`src/include/cpu_config.svh`:
```
//********************************************************************
// processor word and register file sizes
// instruction field positions and opcode values
//********************************************************************
`ifndef CPU_CONFIG_SVH
`define CPU_CONFIG_SVH

`define CPU_WORD_W    16
`define CPU_NUM_REGS  8
`define CPU_REG_W     3
`define CPU_PC_REG    3'd7      // r7 is the program counter

// instruction word layout, imm9 sits below rx
`define CPU_OP_MSB    15
`define CPU_OP_LSB    13
`define CPU_IMM_BIT   12

`define CPU_OP_MV     3'b000
`define CPU_OP_ADD    3'b010
`define CPU_OP_SUB    3'b011
`define CPU_OP_LD     3'b100
`define CPU_OP_ST     3'b101

`endif

```
`src/cpu_pkg.sv`:
```
//********************************************************************
// shared processor types: instruction union, alu op encoding,
// stage payload, writeback and data memory request structs
//********************************************************************
`default_nettype none

`include "cpu_config.svh"

package cpu_pkg;

    typedef enum logic [1:0] {
        alu_nop,
        alu_mov,
        alu_add,
        alu_sub
    } alu_op_t;

    // III M XXX DDDDDDDDD
    typedef struct packed {
        logic [`CPU_OP_MSB-`CPU_OP_LSB:0]     opcode;
        logic                                 imm;
        logic [`CPU_REG_W-1:0]                rx;
        logic [`CPU_IMM_BIT-`CPU_REG_W-1:0]   imm9;     // sign extended in decode
    } instr_imm_t;

    // III M XXX 000000 YYY
    typedef struct packed {
        logic [`CPU_OP_MSB-`CPU_OP_LSB:0]     opcode;
        logic                                 imm;
        logic [`CPU_REG_W-1:0]                rx;
        logic [`CPU_IMM_BIT-2*`CPU_REG_W-1:0] pad;
        logic [`CPU_REG_W-1:0]                ry;
    } instr_reg_t;

    // the imm bit picks which view is meaningful
    typedef union packed {
        instr_imm_t imm_view;
        instr_reg_t reg_view;
    } instr_t;

    typedef struct packed {
        logic                   valid;
        alu_op_t                alu_op;
        logic [`CPU_REG_W-1:0]  rx;
        logic [`CPU_WORD_W-1:0] op1;        // value of rx, store data
        logic [`CPU_WORD_W-1:0] op2;        // ry or immediate, also the memory address
        logic [`CPU_WORD_W-1:0] result;
        logic                   read;
        logic                   write;
        logic                   writeback;
    } stage_op_t;

    typedef struct packed {
        logic                   valid;
        logic [`CPU_REG_W-1:0]  rx;
        logic [`CPU_WORD_W-1:0] value;
    } wb_t;

    typedef struct packed {
        logic                   read;
        logic                   write;
        logic [`CPU_WORD_W-1:0] addr;
        logic [`CPU_WORD_W-1:0] wdata;
    } mem_req_t;

endpackage

`default_nettype wire

```
`src/cpu_top.sv`:
```
//********************************************************************
// processor top level
// connects fetch/decode, register file, execute and memory stages
//********************************************************************
`timescale 1ns/10ps
`default_nettype none

`include "cpu_config.svh"

module cpu_top (
    input  wire                         Clock,
    input  wire                         Reset,
    input  wire  [`CPU_WORD_W-1:0]      instr_in,
    output logic [`CPU_WORD_W-1:0]      instr_addr,
    input  wire  [`CPU_WORD_W-1:0]      data_in,
    input  wire                         data_done,
    output cpu_pkg::mem_req_t           data_req
);

    logic [`CPU_REG_W-1:0]  rd_addr_a;
    logic [`CPU_REG_W-1:0]  rd_addr_b;
    logic [`CPU_WORD_W-1:0] rd_data_a;
    logic [`CPU_WORD_W-1:0] rd_data_b;
    cpu_pkg::stage_op_t     decode_op;
    cpu_pkg::stage_op_t     exec_op;
    cpu_pkg::stage_op_t     mem_op;
    cpu_pkg::wb_t           wb;
    logic                   busy;       // data access still waiting

    fetch_decode i_fetch_decode (
        .Clock      (Clock),
        .Reset      (Reset),
        .instr_in   (instr_in),
        .instr_addr (instr_addr),
        .rd_addr_a  (rd_addr_a),
        .rd_addr_b  (rd_addr_b),
        .rd_data_a  (rd_data_a),
        .rd_data_b  (rd_data_b),
        .exec_op    (exec_op),
        .mem_op     (mem_op),
        .wb         (wb),
        .busy       (busy),
        .decode_op  (decode_op)
    );

    reg_file i_reg_file (
        .Clock      (Clock),
        .Reset      (Reset),
        .rd_addr_a  (rd_addr_a),
        .rd_addr_b  (rd_addr_b),
        .rd_data_a  (rd_data_a),
        .rd_data_b  (rd_data_b),
        .wb         (wb)
    );

    execute_stage i_execute_stage (
        .Clock      (Clock),
        .Reset      (Reset),
        .decode_op  (decode_op),
        .busy       (busy),
        .exec_op    (exec_op)
    );

    memory_stage i_memory_stage (
        .Clock      (Clock),
        .Reset      (Reset),
        .exec_op    (exec_op),
        .data_in    (data_in),
        .data_done  (data_done),
        .data_req   (data_req),
        .busy       (busy),
        .mem_op     (mem_op),
        .wb         (wb)
    );

endmodule

`default_nettype wire

```
`src/execute_stage.sv`:
```
//********************************************************************
// execute pipeline register
// move, add and subtract ALU
//********************************************************************
`timescale 1ns/10ps
`default_nettype none

`include "cpu_config.svh"

module execute_stage (
    input  wire                         Clock,
    input  wire                         Reset,
    input  wire  cpu_pkg::stage_op_t    decode_op,
    input  wire                         busy,
    output cpu_pkg::stage_op_t          exec_op
);

    cpu_pkg::stage_op_t next_op;

    // result wraps at the word width
    always_comb begin
        next_op = decode_op;
        case (decode_op.alu_op)
            cpu_pkg::alu_mov: next_op.result = decode_op.op2;
            cpu_pkg::alu_add: next_op.result = decode_op.op1 + decode_op.op2;
            cpu_pkg::alu_sub: next_op.result = decode_op.op1 - decode_op.op2;
            default:          next_op.result = '0;      // loads and stores fill it later
        endcase
    end

    always_ff @(posedge Clock or posedge Reset) begin
        if (Reset) begin
            exec_op <= '0;
        end else if (!busy) begin
            exec_op <= next_op;
        end
    end

endmodule

`default_nettype wire

```
`src/fetch_decode.sv`:
```
//********************************************************************
// program counter and instruction fetch register
// decode into the stage payload, operand read
// read-after-write interlock against execute, memory and writeback
//********************************************************************
`timescale 1ns/10ps
`default_nettype none

`include "cpu_config.svh"

module fetch_decode (
    input  wire                         Clock,
    input  wire                         Reset,
    input  wire  [`CPU_WORD_W-1:0]      instr_in,
    output logic [`CPU_WORD_W-1:0]      instr_addr,
    output logic [`CPU_REG_W-1:0]       rd_addr_a,
    output logic [`CPU_REG_W-1:0]       rd_addr_b,
    input  wire  [`CPU_WORD_W-1:0]      rd_data_a,
    input  wire  [`CPU_WORD_W-1:0]      rd_data_b,
    input  wire  cpu_pkg::stage_op_t    exec_op,
    input  wire  cpu_pkg::stage_op_t    mem_op,
    input  wire  cpu_pkg::wb_t          wb,
    input  wire                         busy,
    output cpu_pkg::stage_op_t          decode_op
);

    logic [`CPU_WORD_W-1:0] pc;
    logic [`CPU_WORD_W-1:0] fetch_word;
    cpu_pkg::instr_t        instr;
    cpu_pkg::stage_op_t     dec;
    logic                   hazard;
    logic                   stall;

    // true when some instruction still in flight will write register r
    function automatic logic pending_write(input logic [`CPU_REG_W-1:0] r);
        return (exec_op.valid && exec_op.writeback && exec_op.rx == r) ||
               (mem_op.valid && mem_op.writeback && mem_op.rx == r) ||
               (wb.valid && wb.rx == r);
    endfunction

    assign instr_addr = pc;
    assign instr      = fetch_word;
    assign rd_addr_a  = instr.imm_view.rx;
    assign rd_addr_b  = instr.reg_view.ry;

    always_comb begin
        dec     = '0;
        dec.rx  = instr.imm_view.rx;
        dec.op1 = (instr.imm_view.rx == `CPU_PC_REG) ? pc : rd_data_a;   // r7 reads the fetch address
        if (instr.imm_view.imm) begin
            dec.op2 = {{(`CPU_WORD_W-$bits(instr.imm_view.imm9)){instr.imm_view.imm9[8]}},
                       instr.imm_view.imm9};
        end else begin
            dec.op2 = (instr.reg_view.ry == `CPU_PC_REG) ? pc : rd_data_b;
        end
        case (instr.imm_view.opcode)
            `CPU_OP_MV: begin
                dec.valid  = 1'b1;
                dec.alu_op = cpu_pkg::alu_mov;
            end
            `CPU_OP_ADD: begin
                dec.valid  = 1'b1;
                dec.alu_op = cpu_pkg::alu_add;
            end
            `CPU_OP_SUB: begin
                dec.valid  = 1'b1;
                dec.alu_op = cpu_pkg::alu_sub;
            end
            `CPU_OP_LD: begin
                dec.valid = 1'b1;
                dec.read  = 1'b1;
            end
            `CPU_OP_ST: begin
                dec.valid = 1'b1;
                dec.write = 1'b1;
            end
            default: dec.valid = 1'b0;      // 001, 110, 111 are nops
        endcase
        if (fetch_word == '0) begin
            dec.valid = 1'b0;               // all-zero word is a nop too
        end
        // stores have nothing to write back, and r7 is never a destination
        dec.writeback = dec.valid && !dec.write && (dec.rx != `CPU_PC_REG);
    end

    // ry only matters in the register view
    always_comb begin
        hazard = 1'b0;
        if (dec.valid) begin
            hazard = pending_write(instr.imm_view.rx) ||
                     (!instr.imm_view.imm && pending_write(instr.reg_view.ry));
        end
    end

    assign stall     = busy || hazard;
    assign decode_op = hazard ? '0 : dec;   // bubble into execute

    always_ff @(posedge Clock or posedge Reset) begin
        if (Reset) begin
            pc         <= '0;
            fetch_word <= '0;
        end else if (!stall) begin
            pc         <= pc + 1'b1;
            fetch_word <= instr_in;
        end
    end

    decode_rw_excl: assert property (@(posedge Clock) disable iff (Reset)
        !(decode_op.read && decode_op.write));

endmodule

`default_nettype wire

```
`src/memory_stage.sv`:
```
//********************************************************************
// memory and writeback pipeline registers
// data port request held until data_done, load data capture
//********************************************************************
`timescale 1ns/10ps
`default_nettype none

`include "cpu_config.svh"

module memory_stage (
    input  wire                         Clock,
    input  wire                         Reset,
    input  wire  cpu_pkg::stage_op_t    exec_op,
    input  wire  [`CPU_WORD_W-1:0]      data_in,
    input  wire                         data_done,
    output cpu_pkg::mem_req_t           data_req,
    output logic                        busy,
    output cpu_pkg::stage_op_t          mem_op,
    output cpu_pkg::wb_t                wb
);

    logic mem_active;

    assign mem_active = mem_op.valid && (mem_op.read || mem_op.write);
    assign busy       = mem_active && !data_done;   // stalls the whole pipe

    // request comes straight from the registered payload, so it holds while busy
    always_comb begin
        data_req.read  = mem_active && mem_op.read;
        data_req.write = mem_active && mem_op.write;
        data_req.addr  = mem_op.op2;
        data_req.wdata = mem_op.op1;
    end

    always_ff @(posedge Clock or posedge Reset) begin
        if (Reset) begin
            mem_op <= '0;
        end else if (!busy) begin
            mem_op <= exec_op;
        end
    end

    // a waiting access sends bubbles into writeback
    always_ff @(posedge Clock or posedge Reset) begin
        if (Reset) begin
            wb <= '0;
        end else if (busy) begin
            wb.valid <= 1'b0;
        end else begin
            wb.valid <= mem_op.valid && mem_op.writeback;
            wb.rx    <= mem_op.rx;
            wb.value <= mem_op.read ? data_in : mem_op.result;
        end
    end

    req_stable: assert property (@(posedge Clock) disable iff (Reset)
        busy |=> $stable(data_req));

endmodule

`default_nettype wire

```
`src/reg_file.sv`:
```
//********************************************************************
// general register file, eight entries
// two combinational read ports, one write port fed by writeback
//********************************************************************
`timescale 1ns/10ps
`default_nettype none

`include "cpu_config.svh"

module reg_file (
    input  wire                         Clock,
    input  wire                         Reset,
    input  wire  [`CPU_REG_W-1:0]       rd_addr_a,
    input  wire  [`CPU_REG_W-1:0]       rd_addr_b,
    output logic [`CPU_WORD_W-1:0]      rd_data_a,
    output logic [`CPU_WORD_W-1:0]      rd_data_b,
    input  wire  cpu_pkg::wb_t          wb
);

    logic [`CPU_WORD_W-1:0] regs [`CPU_NUM_REGS];

    always_ff @(posedge Clock or posedge Reset) begin
        if (Reset) begin
            for (int i = 0; i < `CPU_NUM_REGS; i++) begin
                regs[i] <= '0;
            end
        end else if (wb.valid) begin
            regs[wb.rx] <= wb.value;
        end
    end

    // no write-to-read bypass, decode interlocks on the writeback stage instead
    assign rd_data_a = regs[rd_addr_a];
    assign rd_data_b = regs[rd_addr_b];

    // the PC lives in fetch, decode never lets a result target it
    no_pc_write: assert property (@(posedge Clock) disable iff (Reset)
        wb.valid |-> wb.rx != `CPU_PC_REG);

endmodule

`default_nettype wire
```
`config.mk`:
```
export PLATFORM = sky130hd
export DESIGN_NAME = cpu_top
export DESIGN_NICKNAME = d
export VERILOG_FILES = /design/src/cpu_pkg.sv /design/src/cpu_top.sv /design/src/execute_stage.sv /design/src/fetch_decode.sv /design/src/memory_stage.sv /design/src/reg_file.sv
export VERILOG_INCLUDE_DIRS = /design/src /design/src/include
export SDC_FILE = /design/constraint.sdc
export NUM_CORES = 1
export LEC_CHECK = 0
export ABC_CLOCK_PERIOD_IN_PS = 13500
export BUFFER_PORTS_ARGS = -buffer_cell sky130_fd_sc_hd__buf_2
export CORE_ASPECT_RATIO = 2
export CORE_MARGIN = 2
export CORE_UTILIZATION = 30
export CTS_CLUSTER_DIAMETER = 30
export CTS_CLUSTER_SIZE = 10
export DETAILED_ROUTE_END_ITERATION = 16
export GPL_TIMING_DRIVEN = 1
export PLACE_DENSITY_LB_ADDON = 0.3
export SLEW_MARGIN = 15
export SYNTH_ARGS = -nofsm -noshare
export SYNTH_HDL_FRONTEND = slang
export SYNTH_SLANG_ARGS = --single-unit
```
`constraint.sdc`:
```
create_clock -name Clock -period 13.5 [get_ports Clock]
set_input_delay 4.05 -clock Clock [delete_from_list [all_inputs] [get_ports Clock]]
set_output_delay 4.05 -clock Clock [all_outputs]
set_load 0.02 [all_outputs]
```
==> flow_summary.ini, run 1 <==
[floorplanning]
io_pins = 85
rows = 113
die_h_um = 314
start_util = 0.303
die_area_mm2 = 0.0499
die_x_um = 159
core_area_mm2 = 0.0475

[power]
vdd_ir_drop_max_v = 0.000127
p_leak_nw = 7.65
pwr_density_cell_mw_per_mm2 = 303
fin_total_pwr_mw = 4.99

[worst_setup_path]
required_ns = 13.89
path_class = reg -> reg
cp_slowest_cell = nand2b_1
max_stage_delay_ns = 0.61
end_kind = flip-flop
cp_num_buf_inv = 1
cp_cell_sequence = buf_4, nor4_1, a41oi_1, o31ai_1, nand2b_1, nand2_1, ha_1, a21oi_1, xor2_1, ha_1, nor2b_1, o31a_1, o211ai_1, a21boi_0, o31ai_1, o21ai_0, xor2_1, a221oi_1, nor2_1
arrival_ns = 6.37
crit_family = compound AO/OA/AOI/OAI gates
start_kind = flip-flop
cp_max_fo = 47

[logic_synthesis]
synth_flop_cell = dfrtp_1
yosysSeqAreaShare = 0.476
syn_area_per_cell_um2 = 11.1
synth.distinct_cells = 74
synthCells = 1300
synthArstFlopShare = 1.00
synth_area_mm2 = 0.0144
ys_ff_latch = 274
syn-num-nets = 1353
synth_edf_count = 0
yosysWarningCount = 0

[route]
dr.pass1.iters = 4
drtAntennaViolNets = 0
routedWlPerCell_um = 19.8
vias = 9890
wirelength_mm = 39.4
drcViolationCount = 0
drt_iter0_drc = 476
viasPerCell = 4.98

[timing]
post-route-period-util = 0.443
fin_skew_ns = 0.0150
setup_viol = 0
slew_headroom = 0.247
slew_viol_final = 0
fmax_mhz = 167
period_needed_ns = 5.98
hold_viol = 0
rsz0062_at_grt = no
whs_ns = 0.458
setup_tns_ns = 0
tightest_slew_ns = 1.13

[global_routing]
antenna_found_initial = 0
grt_pass1_vias = 10800
grt_overflow = 0
grt_pass1_wl_mm = 62.9
globalRouteTotalUtil = 0.161
grt_max_degree = 95

[clock_tree]
tritoncts = done
cts_repair_resize_count = 0
htree_levels = 2
cts_buffers = 38
cts.clk_slew.worst_paths_ns = 0.06
post-cts-setup-buffers = 0
clockRootBuffer = clkbuf_16
cts.sinks = 274
holdBufCountCts = 0
clkLatencyLatePin_ns = 0.52
clockBufferDepth = 3

[final_layout]
final_util = 0.347
layout_commonest_cell = nand2_1
antenna_cells = 0
finalInstanceArea_mm2 = 0.0165
syn2layout_area_growth_pct = 14.4
layout_common_cells = nand2_1, dfrtp_1, mux2_2
drive_above_1_share = 0.285
nets = 1390

[min_path]
hold_class = reg -> reg

[run_status]
outcome = finished clean

[placed_design]
hpwlAfterDp_mm = 27.9
port_buffers = 84
placed_cell_area_mm2 = 0.0153
gp_congestion = 0.815

[job]
drv_cap = 0
==> flip-flops by register name (all words and copies together), names as in the netlist <==
signal                     cells
i_fetch_decode.instr_addr     16
i_memory_stage.data_req       32
i_fetch_decode.fetch_word     16
i_reg_file.regs              112
i_memory_stage.mem_op         23
i_memory_stage.wb             20
i_execute_stage.exec_op       55
==> power breakdown <==
part	internal [mW]	switching [mW]	total, mW
Sequential	1.13	0.275	1.41
Combinational	1.12	1.47	2.59
Clock	0.631	0.361	0.992
==> synth_stat cells (all sizes together), types with 8 or more instances <==
cell type | instances | area (um2)
nand2 | 310 | 1170
dfrtp | 274 | 6860
mux2 | 136 | 1530
buf | 63 | 430
nor2 | 63 | 241
mux4 | 58 | 1310
o21ai | 51 | 259
clkbuf | 47 | 176
mux2i | 35 | 350
xnor2 | 31 | 272
xor2 | 25 | 219
a21oi | 21 | 105
ha | 17 | 213
nor2b | 12 | 75.1
inv | 11 | 41.3
nand3 | 9 | 50.1
nor3 | 9 | 55.1
nor4 | 9 | 90.1
o31ai | 9 | 86.3
a221oi | 8 | 93.8
==> cell type report <==
type | count | area [um2]
inverter | 11 | 48.8
clock buffer | 47 | 1070
sequential | 274 | 6860
clock inverter | 11 | 170
multi-input combinational | 905 | 6960
fill | 4872 | 31000
timing repair buffer | 107 | 593
tap | 632 | 791
==> worst paths after layout <==
check | from | end | slack, ns | cells past startpoint
worst max-delay path | i_fetch_decode.fetch_word[1] | i_execute_stage.exec_op[17] | 7.52 | 19
worst min-delay path | i_memory_stage.data_req[26] | i_memory_stage.data_req[26] | 0.46 | 2
worst max register to register | i_fetch_decode.fetch_word[1] | i_execute_stage.exec_op[17] | 7.52 | 19
worst min register to register | i_memory_stage.data_req[26] | i_memory_stage.data_req[26] | 0.46 | 2
max in group asynchronous | Reset | i_memory_stage.mem_op[7] | 7.66 | 4
min in group asynchronous | Reset | i_memory_stage.data_req[18] | 3.60 | 2
==> through the flow <==
stage,worst slack [ns],cells
after floorplan,1.90,1300
after global placement,7.04,1929
after detailed placement,6.98,1929
after CTS,7.46,1987
after global routing,7.16,1987
final,7.52,1987
==> worst register-to-register path: cells and delay by family (launching register included) <==
family          cells  cell delay, ns
compound gates      9            2.45
simple gates        5            1.75
fa+ha+maj           2            0.63
flops               1            0.38
xor+xnor            2            0.33
buf+inv             1            0.31
==> logic make-up (layout without fill, tap and decap cells) <==
family	Yosys count	count (layout)	synth area share
simple gates	461	461	0.140
flops	274	274	0.476
mux	229	229	0.221
compound gates	141	141	0.0673
buf+inv	121	176	0.0450
xor+xnor	56	56	0.0340
fa+ha+maj	18	18	0.0161
==> per-layer routing <==
metal / wire length (um) / part of all wire / global-route usage / vias to the layer above
li1: - / - / - / 4594
met4: 1930 / 0.049 / 0.0816 / 0
met5: 0 / 0 / 0 / -
met2: 21200 / 0.54 / 0.308 / 234
met3: 1430 / 0.036 / 0.0202 / 85
met1: 14800 / 0.38 / 0.172 / 4977
(Power assumes the default switching activity.)
==> run 2: changes to the inputs <==
- ABC_AREA: unset -> 1
- ABC_CLOCK_PERIOD_IN_PS: 13500 -> 5550
- clock period: 13.5 -> 5.55 ns (I/O delays scaled with it)
==> run 2 against run 1 <==
Effect of this change: first-iteration DRC count is 120% higher; largest cell class is now flip-flops and latches; highest routed layer unchanged; fmax is 20% higher; area after synthesis rose by 1.8%.
==> flow_summary.ini, run 2 <==
[run_status]
outcome = finished clean

[worst_setup_path]
crit_top_cell = nand2_1
reg2reg_depth = 30
end_kind = flip-flop
required_ns = 6.00
cp_max_fo = 19
crit_family = simple AND/OR/NAND/NOR gates
path_class = reg -> reg
cp_num_cells = 30
arrival_ns = 5.45
cp_num_buf_inv = 5
cp_slowest_cell = a21boi_0
max_stage_delay_ns = 0.56
start_kind = flip-flop

[placed_design]
hpwlAfterDp_mm = 40.6
port_buffers = 84
gp_congestion = 0.974
detailedPlace.worstSlack_ns = 0.584

[clock_tree]
tritoncts = done
holdBufCountCts = 0
cts_repair_resize_count = 0
clockRootBuffer = clkbuf_16
post-cts-setup-buffers = 0
clockBufferDepth = 3
cts.clk_slew.worst_paths_ns = 0.06
cts_buffers = 42
clkLatencyLatePin_ns = 0.56
htree_levels = 2
cts.sinks = 274

[timing]
slew_headroom = 0.217
period_needed_ns = 4.99
setup_ws_ns = 0.559
hold_viol = 0
fmax_mhz = 200
rsz0062_at_grt = no
setup_viol = 0
post-route-period-util = 0.899
slew_viol_final = 0
whs_ns = 0.466
fin_skew_ns = 0.0242
setup_tns_ns = 0
tightest_slew_ns = 1.17

[logic_synthesis]
syn_area_per_cell_um2 = 7.50
yosysTopAreaCellShare = 0.468
syn-num-nets = 2009
yosys.area.top_type = dfrtp_1
ys_top_cells_by_count = nand2_1, o21ai_0, dfrtp_1, inv_1, nor2_1
yosysWarningCount = 0
synth_area_mm2 = 0.0147
synthTopCellsByArea = dfrtp_1, nand2_1, o21ai_0, inv_1, nor2_1
synth_edf_count = 0
yosysSeqAreaShare = 0.468
synth.distinct_cells = 46
synthArstFlopShare = 1.00
synthMostInstantiatedCell = nand2_1
synthCells = 1956
synth_flop_cell = dfrtp_1
ys_ff_latch = 274

[final_layout]
largest_reg_flops = 112
regMostFlops = i_reg_file.regs
drive_above_1_share = 0.117
antenna_cells = 0
syn2layout_area_growth_pct = 15.0
layout_common_cells = nand2_1, o21ai_0, dfrtp_1
layout_commonest_cell = nand2_1
fillers = 5163
nets = 2030

[global_routing]
grt_pass1_vias = 13400
globalRouteTotalUtil = 0.219
grt_pass1_wl_mm = 83.2
grt_max_degree = 120
antenna_found_initial = 0
grt_overflow = 0

[route]
wirelength_mm = 55.4
dr.pass1.iters = 5
drcViolationCount = 0
vias = 13300
drt_iter0_drc = 1044
routedWlPerCell_um = 21.0
drtAntennaViolNets = 0
viasPerCell = 5.02

[floorplanning]
rows = 114
start_util = 0.303
die_x_um = 160
die_area_mm2 = 0.0508
die_h_um = 317
core_area_mm2 = 0.0484
io_pins = 85

[min_path]
hold_path_depth = 2
hold_class = reg -> reg

[job]
drv_cap = 0
## run 2: stage by stage
step | cell area (um2) | std cells | utilization
CTS | 16900 | 2642 | 0.349
finish | 16900 | 2642 | 0.349
global route | 16900 | 2642 | 0.349
floorplan | 14700 | 1956 | -
detailed placement | 15500 | 2571 | 0.320
global placement | 15500 | 2571 | 0.320
## run 2: logic make-up after synthesis
group           synth area share
simple gates               0.238
compound gates             0.166
buf+inv                   0.0912
flops                      0.468
xor+xnor                  0.0209
fa+ha+maj                 0.0159
## run 2: final cells by class
class,count,area [um2],area share
clock buffer,52,1140,0.0676
clock inverter,19,244,0.0145
inverter,159,607,0.0360
multi-input combinational,1379,6480,0.384
sequential,274,6860,0.407
tap,638,798,0.0473
timing repair buffer,121,736,0.0436
## run 2: worst paths after layout
path,to,slack (ns),from
worst max register to register,i_execute_stage.exec_op[18],0.56,i_fetch_decode.fetch_word[0]
worst min-delay path,i_memory_stage.data_req[2],0.47,i_execute_stage.exec_op[37]
min in group asynchronous,i_memory_stage.wb[16],1.10,Reset
worst min register to register,i_memory_stage.data_req[2],0.47,i_execute_stage.exec_op[37]
worst max-delay path,i_execute_stage.exec_op[18],0.56,i_fetch_decode.fetch_word[0]
max in group asynchronous,i_reg_file.regs[91],3.39,Reset
## run 2: worst min-delay path: stages, from the launching register on
cell and delay [ns]:
dfrtp_1 0.33, nand2_1 0.05, nand2_1 0.04
## run 2: per-layer routing
layer	GRT usage	wire length (um)	vias to the layer above	share of wire
met5	0	0	-	0
met4	0.179	5180	0	0.093
met3	0.0226	2070	160	0.037
met2	0.411	29200	418	0.53
met1	0.217	19000	6366	0.34
li1	-	-	6324	-
Power of run 2 is not shown: default switching activity piles up to over one toggle a cycle in this logic, so the estimate is an artifact.
